==> src/common/tensor_issue_config.svh <==
`ifndef TENSOR_ISSUE_CONFIG_SVH
`define TENSOR_ISSUE_CONFIG_SVH

// warp geometry
`define NUM_THREADS      4
`define NUM_WARPS        4

// datapath widths
`define XLEN             32
// register number, top bit selects the float file
`define NR_BITS          6
`define UUID_WIDTH       8

// issue buffering and flow control
`define IBUF_DEPTH       4
`define ISSUE_CREDITS    4

// accumulator bank offset applied when rd index is 1
`define ACC_OFFSET_RESET 8

// microcode address, 32 entries
`define UPC_BITS         5

`endif

==> src/common/tensor_issue_pkg.sv <==
`include "tensor_issue_config.svh"

package tensor_issue_pkg;

    localparam int WID_BITS     = $clog2(`NUM_WARPS);
    localparam int OP_TYPE_BITS = 4;
    localparam int OP_MOD_BITS  = 3;
    // register index without the float-file bit
    localparam int REG_IDX_BITS = `NR_BITS - 1;

    typedef enum logic [1:0] {
        EX_ALU    = 2'd0,
        EX_LSU    = 2'd1,
        EX_FPU    = 2'd2,
        EX_TENSOR = 2'd3
    } ex_type_e;

    typedef logic [`NR_BITS-1:0] reg_num_t;

    // decoded instruction as seen by the issue stage
    typedef struct packed {
        logic [`UUID_WIDTH-1:0]  uuid;
        logic [WID_BITS-1:0]     wid;
        logic [`NUM_THREADS-1:0] tmask;
        logic [`XLEN-1:0]        pc;
        logic                    wb;
        logic                    use_pc;
        logic                    use_imm;
        logic [`XLEN-1:0]        imm;
        ex_type_e                ex_type;
        logic [OP_TYPE_BITS-1:0] op_type;
        logic [OP_MOD_BITS-1:0]  op_mod;
        reg_num_t                rd;
        reg_num_t                rs1;
        reg_num_t                rs2;
        reg_num_t                rs3;
    } instr_data_t;

    // one microcode word, the rest of the micro-op comes from the parent instruction
    typedef struct packed {
        logic                    last;
        logic [OP_TYPE_BITS-1:0] op_type;
        logic [OP_MOD_BITS-1:0]  op_mod;
        reg_num_t                rd;
        reg_num_t                rs1;
        reg_num_t                rs2;
        reg_num_t                rs3;
    } uop_entry_t;

    // float register with the given index
    function automatic reg_num_t freg(input logic [REG_IDX_BITS-1:0] idx);
        return {1'b1, idx};
    endfunction

endpackage

==> src/common/instr_stream_if.sv <==
// instruction stream with a valid/ready handshake
// a transfer happens when valid and ready are both high;
// valid and data are held by the producer until then
interface instr_stream_if import tensor_issue_pkg::*; ();

    logic        valid;
    logic        ready;
    instr_data_t data;

    modport producer (
        output valid,
        output data,
        input  ready
    );

    modport consumer (
        input  valid,
        input  data,
        output ready
    );

endinterface

==> src/uop_sequencer/uop_rom.sv <==
`include "tensor_issue_config.svh"

// microcode table for the tensor mma expansion
// register layout: A in f0-f7, B in f8-f15, accumulators in f16-f23
module uop_rom import tensor_issue_pkg::*; (
    input  logic [`UPC_BITS-1:0] upc,
    output uop_entry_t           entry
);

    localparam int SET_BITS = `UPC_BITS - 3;

    logic [SET_BITS-1:0] set_idx;
    logic [1:0]          step;
    logic                half;
    // position inside one operand set, selects the accumulator
    logic [2:0]          acc_idx;
    logic [REG_IDX_BITS-1:0] a_idx;
    logic [REG_IDX_BITS-1:0] b_idx;
    logic [REG_IDX_BITS-1:0] c_idx;

    assign set_idx = upc[`UPC_BITS-1:3];
    assign step    = upc[2:1];
    assign half    = upc[0];
    assign acc_idx = upc[2:0];

    // each set uses a pair of A and B registers, the half picks one of the pair
    assign a_idx = REG_IDX_BITS'({set_idx, half});
    assign b_idx = REG_IDX_BITS'(8) + REG_IDX_BITS'({set_idx, half});
    assign c_idx = REG_IDX_BITS'(16) + REG_IDX_BITS'(acc_idx);

    always_comb begin
        entry.op_type = OP_TYPE_BITS'(step);
        entry.op_mod  = OP_MOD_BITS'(half);
        entry.rd      = freg(c_idx);
        entry.rs1     = freg(a_idx);
        entry.rs2     = freg(b_idx);
        // accumulate in place
        entry.rs3     = freg(c_idx);
        entry.last    = (upc == `UPC_BITS'(31));
    end

endmodule

==> src/uop_sequencer/uop_sequencer.sv <==
`include "tensor_issue_config.svh"

// expands tensor instructions into a fixed sequence of register-level micro-ops,
// all other instructions go straight through
module uop_sequencer import tensor_issue_pkg::*; (
    input  logic             clk,
    input  logic             reset,
    input  logic             uop_enable,
    input  reg_num_t         acc_offset,
    instr_stream_if.consumer dec,
    instr_stream_if.producer out
);

    logic [`UPC_BITS-1:0] upc;
    uop_entry_t           entry;
    logic                 expand;
    logic                 out_fire;
    logic                 acc_bank;
    instr_data_t          uop;

    uop_rom uop_rom_i (
        .upc   (upc),
        .entry (entry)
    );

    assign expand   = dec.valid && (dec.data.ex_type == EX_TENSOR) && uop_enable;
    assign out_fire = out.valid && out.ready;

    // rd index 1 selects the second accumulator bank
    assign acc_bank = (dec.data.rd[REG_IDX_BITS-1:0] == REG_IDX_BITS'(1));

    always_comb begin
        // tag and thread state come from the parent instruction
        uop.uuid    = dec.data.uuid;
        uop.wid     = dec.data.wid;
        uop.tmask   = dec.data.tmask;
        uop.pc      = dec.data.pc;
        uop.wb      = 1'b1;
        uop.use_pc  = 1'b0;
        uop.use_imm = 1'b0;
        uop.imm     = '0;
        uop.ex_type = EX_TENSOR;
        uop.op_type = entry.op_type;
        uop.op_mod  = entry.op_mod;
        uop.rd      = entry.rd;
        uop.rs1     = entry.rs1;
        uop.rs2     = entry.rs2;
        uop.rs3     = entry.rs3;

        if (acc_bank) begin
            uop.rd  = entry.rd + acc_offset;
            uop.rs3 = entry.rs3 + acc_offset;
        end
    end

    // while expanding the input is held, so valid simply follows it
    assign out.valid = dec.valid;
    assign out.data  = expand ? uop : dec.data;

    // parent instruction is consumed together with its final micro-op
    assign dec.ready = expand ? (out.ready && entry.last) : out.ready;

    // micro-PC sits at 0 between expansions
    always_ff @(posedge clk) begin
        if (reset) begin
            upc <= '0;
        end else if (!expand) begin
            upc <= '0;
        end else if (out_fire) begin
            if (entry.last) begin
                upc <= '0;
            end else begin
                upc <= upc + 1'b1;
            end
        end
    end

endmodule

==> src/source/seq_ctrl_regs.sv <==
`include "tensor_issue_config.svh"

// sequencer control registers
// addr 0 bit 0 enables microcode, addr 1 holds the accumulator bank offset
module seq_ctrl_regs import tensor_issue_pkg::*; (
    input  logic                clk,
    input  logic                reset,
    input  logic                cfg_write,
    input  logic                cfg_addr,
    input  logic [`NR_BITS-1:0] cfg_wdata,
    output logic                uop_enable,
    output reg_num_t            acc_offset
);

    logic enable_we;
    logic offset_we;

    assign enable_we = cfg_write && (cfg_addr == 1'b0);
    assign offset_we = cfg_write && (cfg_addr == 1'b1);

    always_ff @(posedge clk) begin
        if (reset) begin
            uop_enable <= 1'b1;
            acc_offset <= `NR_BITS'(`ACC_OFFSET_RESET);
        end else begin
            if (enable_we) begin
                uop_enable <= cfg_wdata[0];
            end
            if (offset_we) begin
                acc_offset <= cfg_wdata;
            end
        end
    end

endmodule

==> src/source/instr_buffer.sv <==
`include "tensor_issue_config.svh"

// micro-op FIFO in front of the scheduler
// issue is gated by credits the scheduler hands back one pulse at a time
module instr_buffer import tensor_issue_pkg::*; #(
    parameter int DEPTH = `IBUF_DEPTH
) (
    input  logic             clk,
    input  logic             reset,
    input  logic             issue_credit,
    instr_stream_if.consumer enq,
    output logic             issue_valid,
    output instr_data_t      issue_data
);

    localparam int PTR_BITS    = (DEPTH > 1) ? $clog2(DEPTH) : 1;
    localparam int CNT_BITS    = $clog2(DEPTH + 1);
    localparam int CREDIT_BITS = $clog2(`ISSUE_CREDITS + 1);

    instr_data_t            mem [DEPTH];
    logic [PTR_BITS-1:0]    wr_ptr;
    logic [PTR_BITS-1:0]    rd_ptr;
    logic [CNT_BITS-1:0]    count;
    logic [CREDIT_BITS-1:0] credits;
    logic                   enq_fire;

    // wrap works for depths that are not a power of two
    function automatic logic [PTR_BITS-1:0] next_ptr(input logic [PTR_BITS-1:0] ptr);
        if (ptr == PTR_BITS'(DEPTH - 1)) begin
            return '0;
        end
        return ptr + 1'b1;
    endfunction

    assign enq.ready   = (count != CNT_BITS'(DEPTH));
    assign enq_fire    = enq.valid && enq.ready;
    assign issue_valid = (count != '0) && (credits != '0);
    assign issue_data  = mem[rd_ptr];

    always_ff @(posedge clk) begin
        if (enq_fire) begin
            mem[wr_ptr] <= enq.data;
        end
    end

    always_ff @(posedge clk) begin
        if (reset) begin
            wr_ptr  <= '0;
            rd_ptr  <= '0;
            count   <= '0;
            credits <= CREDIT_BITS'(`ISSUE_CREDITS);
        end else begin
            if (enq_fire) begin
                wr_ptr <= next_ptr(wr_ptr);
            end
            if (issue_valid) begin
                rd_ptr <= next_ptr(rd_ptr);
            end

            case ({enq_fire, issue_valid})
                2'b10:   count <= count + 1'b1;
                2'b01:   count <= count - 1'b1;
                default: count <= count;
            endcase

            // an issue and a returned credit in the same cycle cancel out
            case ({issue_credit, issue_valid})
                2'b10:   credits <= credits + 1'b1;
                2'b01:   credits <= credits - 1'b1;
                default: credits <= credits;
            endcase
        end
    end

endmodule

==> src/source/tensor_issue_front.sv <==
`include "tensor_issue_config.svh"

// issue front end: control registers, micro-op sequencer and issue buffer
module tensor_issue_front import tensor_issue_pkg::*; (
    input  logic                clk,
    input  logic                reset,
    input  logic                in_valid,
    input  instr_data_t         in_data,
    output logic                in_ready,
    input  logic                issue_credit,
    output logic                issue_valid,
    output instr_data_t         issue_data,
    input  logic                cfg_write,
    input  logic                cfg_addr,
    input  logic [`NR_BITS-1:0] cfg_wdata
);

    logic     uop_enable;
    reg_num_t acc_offset;

    instr_stream_if dec_if ();
    instr_stream_if uop_if ();

    // decoded input stream
    assign dec_if.valid = in_valid;
    assign dec_if.data  = in_data;
    assign in_ready     = dec_if.ready;

    seq_ctrl_regs seq_ctrl_regs_i (
        .clk        (clk),
        .reset      (reset),
        .cfg_write  (cfg_write),
        .cfg_addr   (cfg_addr),
        .cfg_wdata  (cfg_wdata),
        .uop_enable (uop_enable),
        .acc_offset (acc_offset)
    );

    uop_sequencer uop_sequencer_i (
        .clk        (clk),
        .reset      (reset),
        .uop_enable (uop_enable),
        .acc_offset (acc_offset),
        .dec        (dec_if.consumer),
        .out        (uop_if.producer)
    );

    instr_buffer #(
        .DEPTH (`IBUF_DEPTH)
    ) instr_buffer_i (
        .clk          (clk),
        .reset        (reset),
        .issue_credit (issue_credit),
        .enq          (uop_if.consumer),
        .issue_valid  (issue_valid),
        .issue_data   (issue_data)
    );

endmodule

==> config.mk <==
export PLATFORM = sky130hd
export DESIGN_NAME = tensor_issue_front
export DESIGN_NICKNAME = d
export VERILOG_FILES = /design/src/common/tensor_issue_pkg.sv /design/src/common/instr_stream_if.sv /design/src/uop_sequencer/uop_rom.sv /design/src/uop_sequencer/uop_sequencer.sv /design/src/source/seq_ctrl_regs.sv /design/src/source/instr_buffer.sv /design/src/source/tensor_issue_front.sv
export VERILOG_INCLUDE_DIRS = /design/src /design/src/common
export SDC_FILE = /design/constraint.sdc
export NUM_CORES = 1
export LEC_CHECK = 0
export BUFFER_PORTS_ARGS = -buffer_cell sky130_fd_sc_hd__buf_4
export CORE_MARGIN = 8
export CORE_UTILIZATION = 57
export DETAILED_ROUTE_END_ITERATION = 6
export GPL_TIMING_DRIVEN = 0
export PLACE_DENSITY = 0.81
export SLEW_MARGIN = 20
export SYNTH_ARGS = -nofsm -noshare
export SYNTH_HDL_FRONTEND = slang
export SYNTH_SLANG_ARGS = --single-unit
==> constraint.sdc <==
create_clock -name clk -period 3.96 [get_ports clk]
set_input_delay 0.792 -clock clk [delete_from_list [all_inputs] [get_ports clk]]
set_output_delay 0.792 -clock clk [all_outputs]
set_load 0.005 [all_outputs]
==> results of run 1 <==
==> sequential cells by signal (all words and copies together), names as in the netlist, named ones only <==
register / cells
instr_buffer_i.rd_ptr: 2
uop_sequencer_i.upc: 5
instr_buffer_i.mem: 456
instr_buffer_i.count: 3
instr_buffer_i.credits: 3
instr_buffer_i.wr_ptr: 2
seq_ctrl_regs_i.acc_offset: 6
seq_ctrl_regs_i.uop_enable: 1
==> logic make-up (layout without fill, tap and decap cells) <==
group | count (synthesis) | count (layout)
DFF | 480 | 480
and+or+nand+nor | 137 | 137
muxes | 121 | 121
buffers and inverters | 50 | 380
AOI/OAI and AO/OA | 39 | 39
adders and majority gates | 15 | 15
xor gates and xnor gates | 6 | 6
==> routing by layer <==
layer	vias up	track usage, %
li1	4052	-
met1	4752	25.5
met3	62	5.29
met5	-	0
met4	2	5.22
met2	338	33.3
==> cell usage after synthesis (all sizes together), types with 2 or more instances <==
library cell,count
o21a,2
fa,3
a31oi,2
nor2,19
a211oi,2
nor2b,2
or2,2
edfxtp,456
nor3,7
buf,15
and2,45
dfxtp,24
nand2,38
a211o,3
mux2i,7
xor2,5
nand3,7
inv,11
clkbuf,24
or3,2
and3,2
o21ai,7
ha,12
a21oi,20
mux4,114
nand2b,5
==> metrics by stage <==
stage | power [W] | util, %
final | 0.0145 | 70.6
after global routing | 0.0151 | 70.6
after CTS | 0.0147 | 70.6
after detailed placement | 0.0104 | 65.8
after global placement | 0.0103 | 65.1
after floorplan | 0.00845 | -
==> power groups by stage <==
stage	Clock, W	Sequential [W]	Combinational (W)
CTS	0.00437	0.00617	0.00413
global route	0.00454	0.00620	0.00435
floorplan	0	0.00625	0.00220
finish	0.00429	0.00617	0.00403
global placement	0	0.00628	0.00399
detailed placement	0	0.00627	0.00409
==> path summary, 6_finish.rpt <==
kind                                                      end  slack [ns]  depth (start not counted)
worst min-delay path                instr_buffer_i.mem[1][71]        0.45                          1
worst min register to register  seq_ctrl_regs_i.acc_offset[0]        0.47                          2
worst max register to register      instr_buffer_i.credits[2]        1.41                          8
worst max-delay path                           issue_data[97]        0.29                          5
==> layout make-up <==
cell class	instances	area, sq um	share of cell area (%)
flip-flops and latches	480	14200	63.7
well taps	402	503	2.26
plain buffers	39	163	0.731
multi-input cells	318	3860	17.4
inverters	11	43.8	0.197
clock buffers	61	1280	5.75
clock inverters	20	208	0.933
repair buffers	249	2030	9.11
==> flow_summary.yaml, run 1 <==
synthesis:
  synthSimpleGateAreaFrac_pct: 3.94
  synth_seq_area_share_pct: 77.7
  async_reset_ff_share_pct: 0
  synth-edff-count: 456
  synth_fp_nets: 989
  dominantRegCellSynth: "edfxtp_1"
  syn_inst: 848
  netlist.area_leader.share_pct: 75.1
  avgSynthCellArea_sq_um: 21.5
  yosys.area.top_type: "edfxtp_1"
  synth_mux_area_share_pct: 14.5
  synth_cell_type_count: 44
  synth-xor-area-share_pct: 0.288
  synth-seq-cells: 480
  synth_area_sq_um: 18200
  synth_top_family_by_area: "multiplexers"
  ys_warn_count: 0
  synth_area_leaders: "edfxtp_1 75%, mux4_2 14%, dfxtp_1 2.6%"
  synth_fa_ha_area_share_pct: 1.15
  synth_compound_area_share_pct: 1.31
sta:
  fmax_ghz: 0.272
  hold_viol_final: 0
  max_slew_margin_pct: 43.0
  rsz0062_at_grt: "false"
  period_minus_slack_ns: 3.67
  tns_ns: 0
  holdWs_ns: 0.452
  fin_crit_sh_pct: 92.7
  setup_ws_ns: 0.288
  worstMarginPinSlew_ns: 0.855
  setup_viol: 0
  fin_skew_ns: 0.0116
  slew_violations: 0
clocking:
  clock_tree.root_cell: "clkbuf_16"
  cts.sinks: 480
  insertion_delay_ns: 0.54
  cts_resized: 0
  ctsHoldBuffers: 0
  cts_buffers: 47
  cts_setup_buffers: 0
  path_clk_slew_ns: 0.06
  htreeDepth: 2
  cts_buffer_depth: 3
  cts_tree: "done"
place:
  placedCellCount: 1499
  hpwl_microns: 24700
  pre_cts_ws_ns: 0.645
  gp_congestion: 0.798
  port_buffers: 241
  place_area_sq_um: 20800
routing:
  drtPass1Iterations: 4
  post-route-drc-count: 0
  met2WireLength_microns: 19100
  drt_iter0_markers: 575
  ant_nets: 0
  met1Wirelength_microns: 15100
  wl_per_cell_microns: 24.0
  viasPerCell: 5.83
  drt_wl_total_microns: 38000
  routed-wl-met3_microns: 2920
  routed.top_layer: "met5"
  num_vias: 9206
die:
  die_y_microns: 195
  start_util_pct: 57.8
  die-area_sq_um: 38000
  dieWidth_microns: 195
  io_pins: 242
  core-area_sq_um: 31600
  rows: 65
power_and_ir_drop:
  p_seq_share_pct: 42.6
  leakagePower_nw: 7.70
  internal_power_w: 0.0107
  p_clk_share_pct: 29.6
  switching_power_w: 0.00375
  ir_drop_uv: 414
  pwr-share-comb_pct: 27.8
  switching_share_pct: 25.9
  p_per_area_nw_per_um2: 651
global_routing:
  grt_pass1_wl_microns: 57900
  grt_pass1_vias: 10100
  grtUsageTotal_pct: 19.8
  grt_overflow: 0
  antenna_found_initial: 1
  grt_max_degree: 45
setup_path:
  worstPathBufferInverterCount: 4
  critPathArrivalTime_ns: 2.88
  crit_path_top_delay_cell: "clkbuf_1"
  slowest_delay_ns: 0.61
  path_class: "reg2out"
  worstSetupStartpointType: "register"
  cp.required_ns: 3.17
  cp_common_cell: "clkbuf_1"
  cp_max_fo: 10
  cp_cell_sequence: "clkbuf_1 > clkbuf_2 > clkbuf_1 > mux4_2 > buf_4"
  r2r-start: "instr_buffer_i.count[2]"
  cp-end-kind: "output port"
  critPathTopFamily: "buffers and inverters"
finish:
  drive_gt1_share_pct: 38.5
  fillCellCount: 1932
  flow.area_growth_from_synthesis_pct: 22.1
  antennaDiodeCount: 0
  fin_nets: 1287
  layout_commonest_cell: "edfxtp_1"
  fin_area_sq_um: 22300
  final_cell_mix: "456 x edfxtp_1, 241 x buf_4, 114 x mux4_2"
  final_cells: 1580
flow_run:
  maxCapViolCount: 0
min_path:
  min_from: "in_data[71]"
  hp-class: "in2reg"
status:
  status: "finished clean"
Note: power is estimated with default switching activity, not from simulation.
==> run 2: changes to the inputs <==
Settings changed: ABC_CLOCK_PERIOD_IN_PS from default to 3100, CORE_UTILIZATION 57 to 52, PLACE_DENSITY 0.81 to 0.78.
Clock period 3.96 ns to 3.1 ns, I/O delays scaled along.
==> flow_summary.yaml, run 2 (synthesis results as in run 1) <==
routing:
  viasPerCell: 5.60
  ant_nets: 0
  met2WireLength_microns: 19400
  drt_iter0_markers: 492
  drt_wl_total_microns: 37900
  wl_per_cell_microns: 23.2
  drtPass1Iterations: 5
  routed.top_layer: "met5"
  met1Wirelength_microns: 15100
  routed-wl-met3_microns: 2800
  num_vias: 9151
  post-route-drc-count: 0
sta:
  fin_crit_sh_pct: 96.2
  worstMarginPinSlew_ns: 0.763
  slew_violations: 0
  max_slew_margin_pct: 49.1
  period_minus_slack_ns: 2.98
  fin_skew_ns: 0.0195
  hold_viol_final: 0
  setup_viol: 0
  fmax_ghz: 0.335
  rsz0062_at_grt: "false"
  tns_ns: 0
power_and_ir_drop:
  total_power_w: 0.0185
  p_per_area_nw_per_um2: 828
  ir_drop_uv: 550
  leakagePower_nw: 7.71
clocking:
  cts_buffers: 47
  cts.sinks: 480
  htreeDepth: 2
  cts_setup_buffers: 0
  cts_tree: "done"
  insertion_delay_ns: 0.54
  path_clk_slew_ns: 0.06
  cts_buffer_depth: 3
  clock_tree.root_cell: "clkbuf_16"
place:
  gp_congestion: 0.797
  port_buffers: 241
  hpwl_microns: 24900
setup_path:
  cp_max_fo: 10
  critPathArrivalTime_ns: 2.36
  cp.required_ns: 2.48
  worstSetupStartpointType: "register"
  path_class: "reg2out"
  cp-end-kind: "output port"
status:
  status: "finished clean"
finish:
  ff_latch_area_sq_um: 14200
  layout_commonest_cell: "edfxtp_1"
  largest-register: "instr_buffer_i.mem"
  fin_nets: 1287
  final_cell_mix: "456 x edfxtp_1, 248 x buf_4, 114 x mux4_2"
  drive_gt1_share_pct: 38.8
  flow.area_growth_from_synthesis_pct: 22.5
  antennaDiodeCount: 0
  largest_reg_flops: 456
  top_regs: "instr_buffer_i.mem: 456 flops, seq_ctrl_regs_i.acc_offset: 6 flops, uop_sequencer_i.upc: 5 flops"
  multiInputGateArea_sq_um: 3860
  fillCellCount: 2350
global_routing:
  grtUsageTotal_pct: 18.2
  antenna_found_initial: 1
  grt_overflow: 0
  grt_pass1_wl_microns: 57600
  grt_pass1_vias: 9868
  grt_max_degree: 48
flow_run:
  maxCapViolCount: 0
die:
  dieWidth_microns: 203
  start_util_pct: 52.8
  rows: 68
  die_y_microns: 203
  die-area_sq_um: 41300
  core-area_sq_um: 34500
  io_pins: 242
min_path:
  hp-class: "in2reg"
-- run 2: per-stage QoR --
| stage | instance area, sq um | cells | worst slack, ns | hold slack [ns] | utilization [%] |
|---|---|---|---|---|---|
| 6_report | 22300 | 1634 | 0.119 | 0.281 | 64.7 |
| 5_1_grt | 22300 | 1634 | 0.0190 | 0.251 | 64.7 |
| 4_1_cts | 22300 | 1634 | 0.0635 | 0.247 | 64.7 |
| 3_5_place_dp | 20900 | 1554 | -0.0700 | 0.457 | 60.4 |
| 3_3_place_gp | 20600 | 1544 | -0.937 | 0.455 | 59.7 |
| 2_1_floorplan | 18200 | 848 | 0.295 | 0.441 | - |
-- run 2: final timing paths --
path | slack (ns) | startpoint | cells past startpoint | end
setup / recovery | 0.12 | register | 4 | issue_data[99]
setup reg to reg | 0.51 | instr_buffer_i.count[2] | 8 | instr_buffer_i.credits[2]
hold reg to reg | 0.47 | seq_ctrl_regs_i.acc_offset[0] | 2 | seq_ctrl_regs_i.acc_offset[0]
hold / removal | 0.28 | in_data[85] | 1 | instr_buffer_i.mem[0][85]
-- run 2: worst max-delay path, stage by stage, from the launching register on --
cell	delay, ns
dfxtp_1	0.58
clkbuf_4	0.34
clkbuf_2	0.34
mux4_2	0.39
buf_4	0.16
-- run 2: final cells by class --
| cell class | instances | share of cell area, % |
|---|---|---|
| Multi-Input combinational cell | 318 | 17.3 |
| Inverter | 11 | 0.196 |
| Sequential cell | 480 | 63.4 |
| Tap cell | 455 | 2.55 |
| Timing Repair Buffer | 251 | 9.13 |
| Buffer | 37 | 0.829 |
| Clock buffer | 61 | 5.69 |
| Clock inverter | 21 | 0.896 |
-- run 2: per-layer routing --
layer	global-route usage, %	up-vias
li1	-	4058
met1	23.4	4700
met2	31.2	340
met3	4.21	51
met4	4.51	2
met5	0	-
-- run 2: repair_timing --
action                                  in CTS  in global routing
endpoints found under the hold margin        0                  0
endpoints found under the setup margin      61                  0
gates resized for setup                     17                  0
hold buffers                                 0                  0
-- run 2: power by group --
group | switching, W | total, W | internal (W)
Clock | 0.00222 | 0.00543 | 0.00321
Combinational | 0.00238 | 0.00517 | 0.00279
Sequential | 0.000181 | 0.00791 | 0.00773
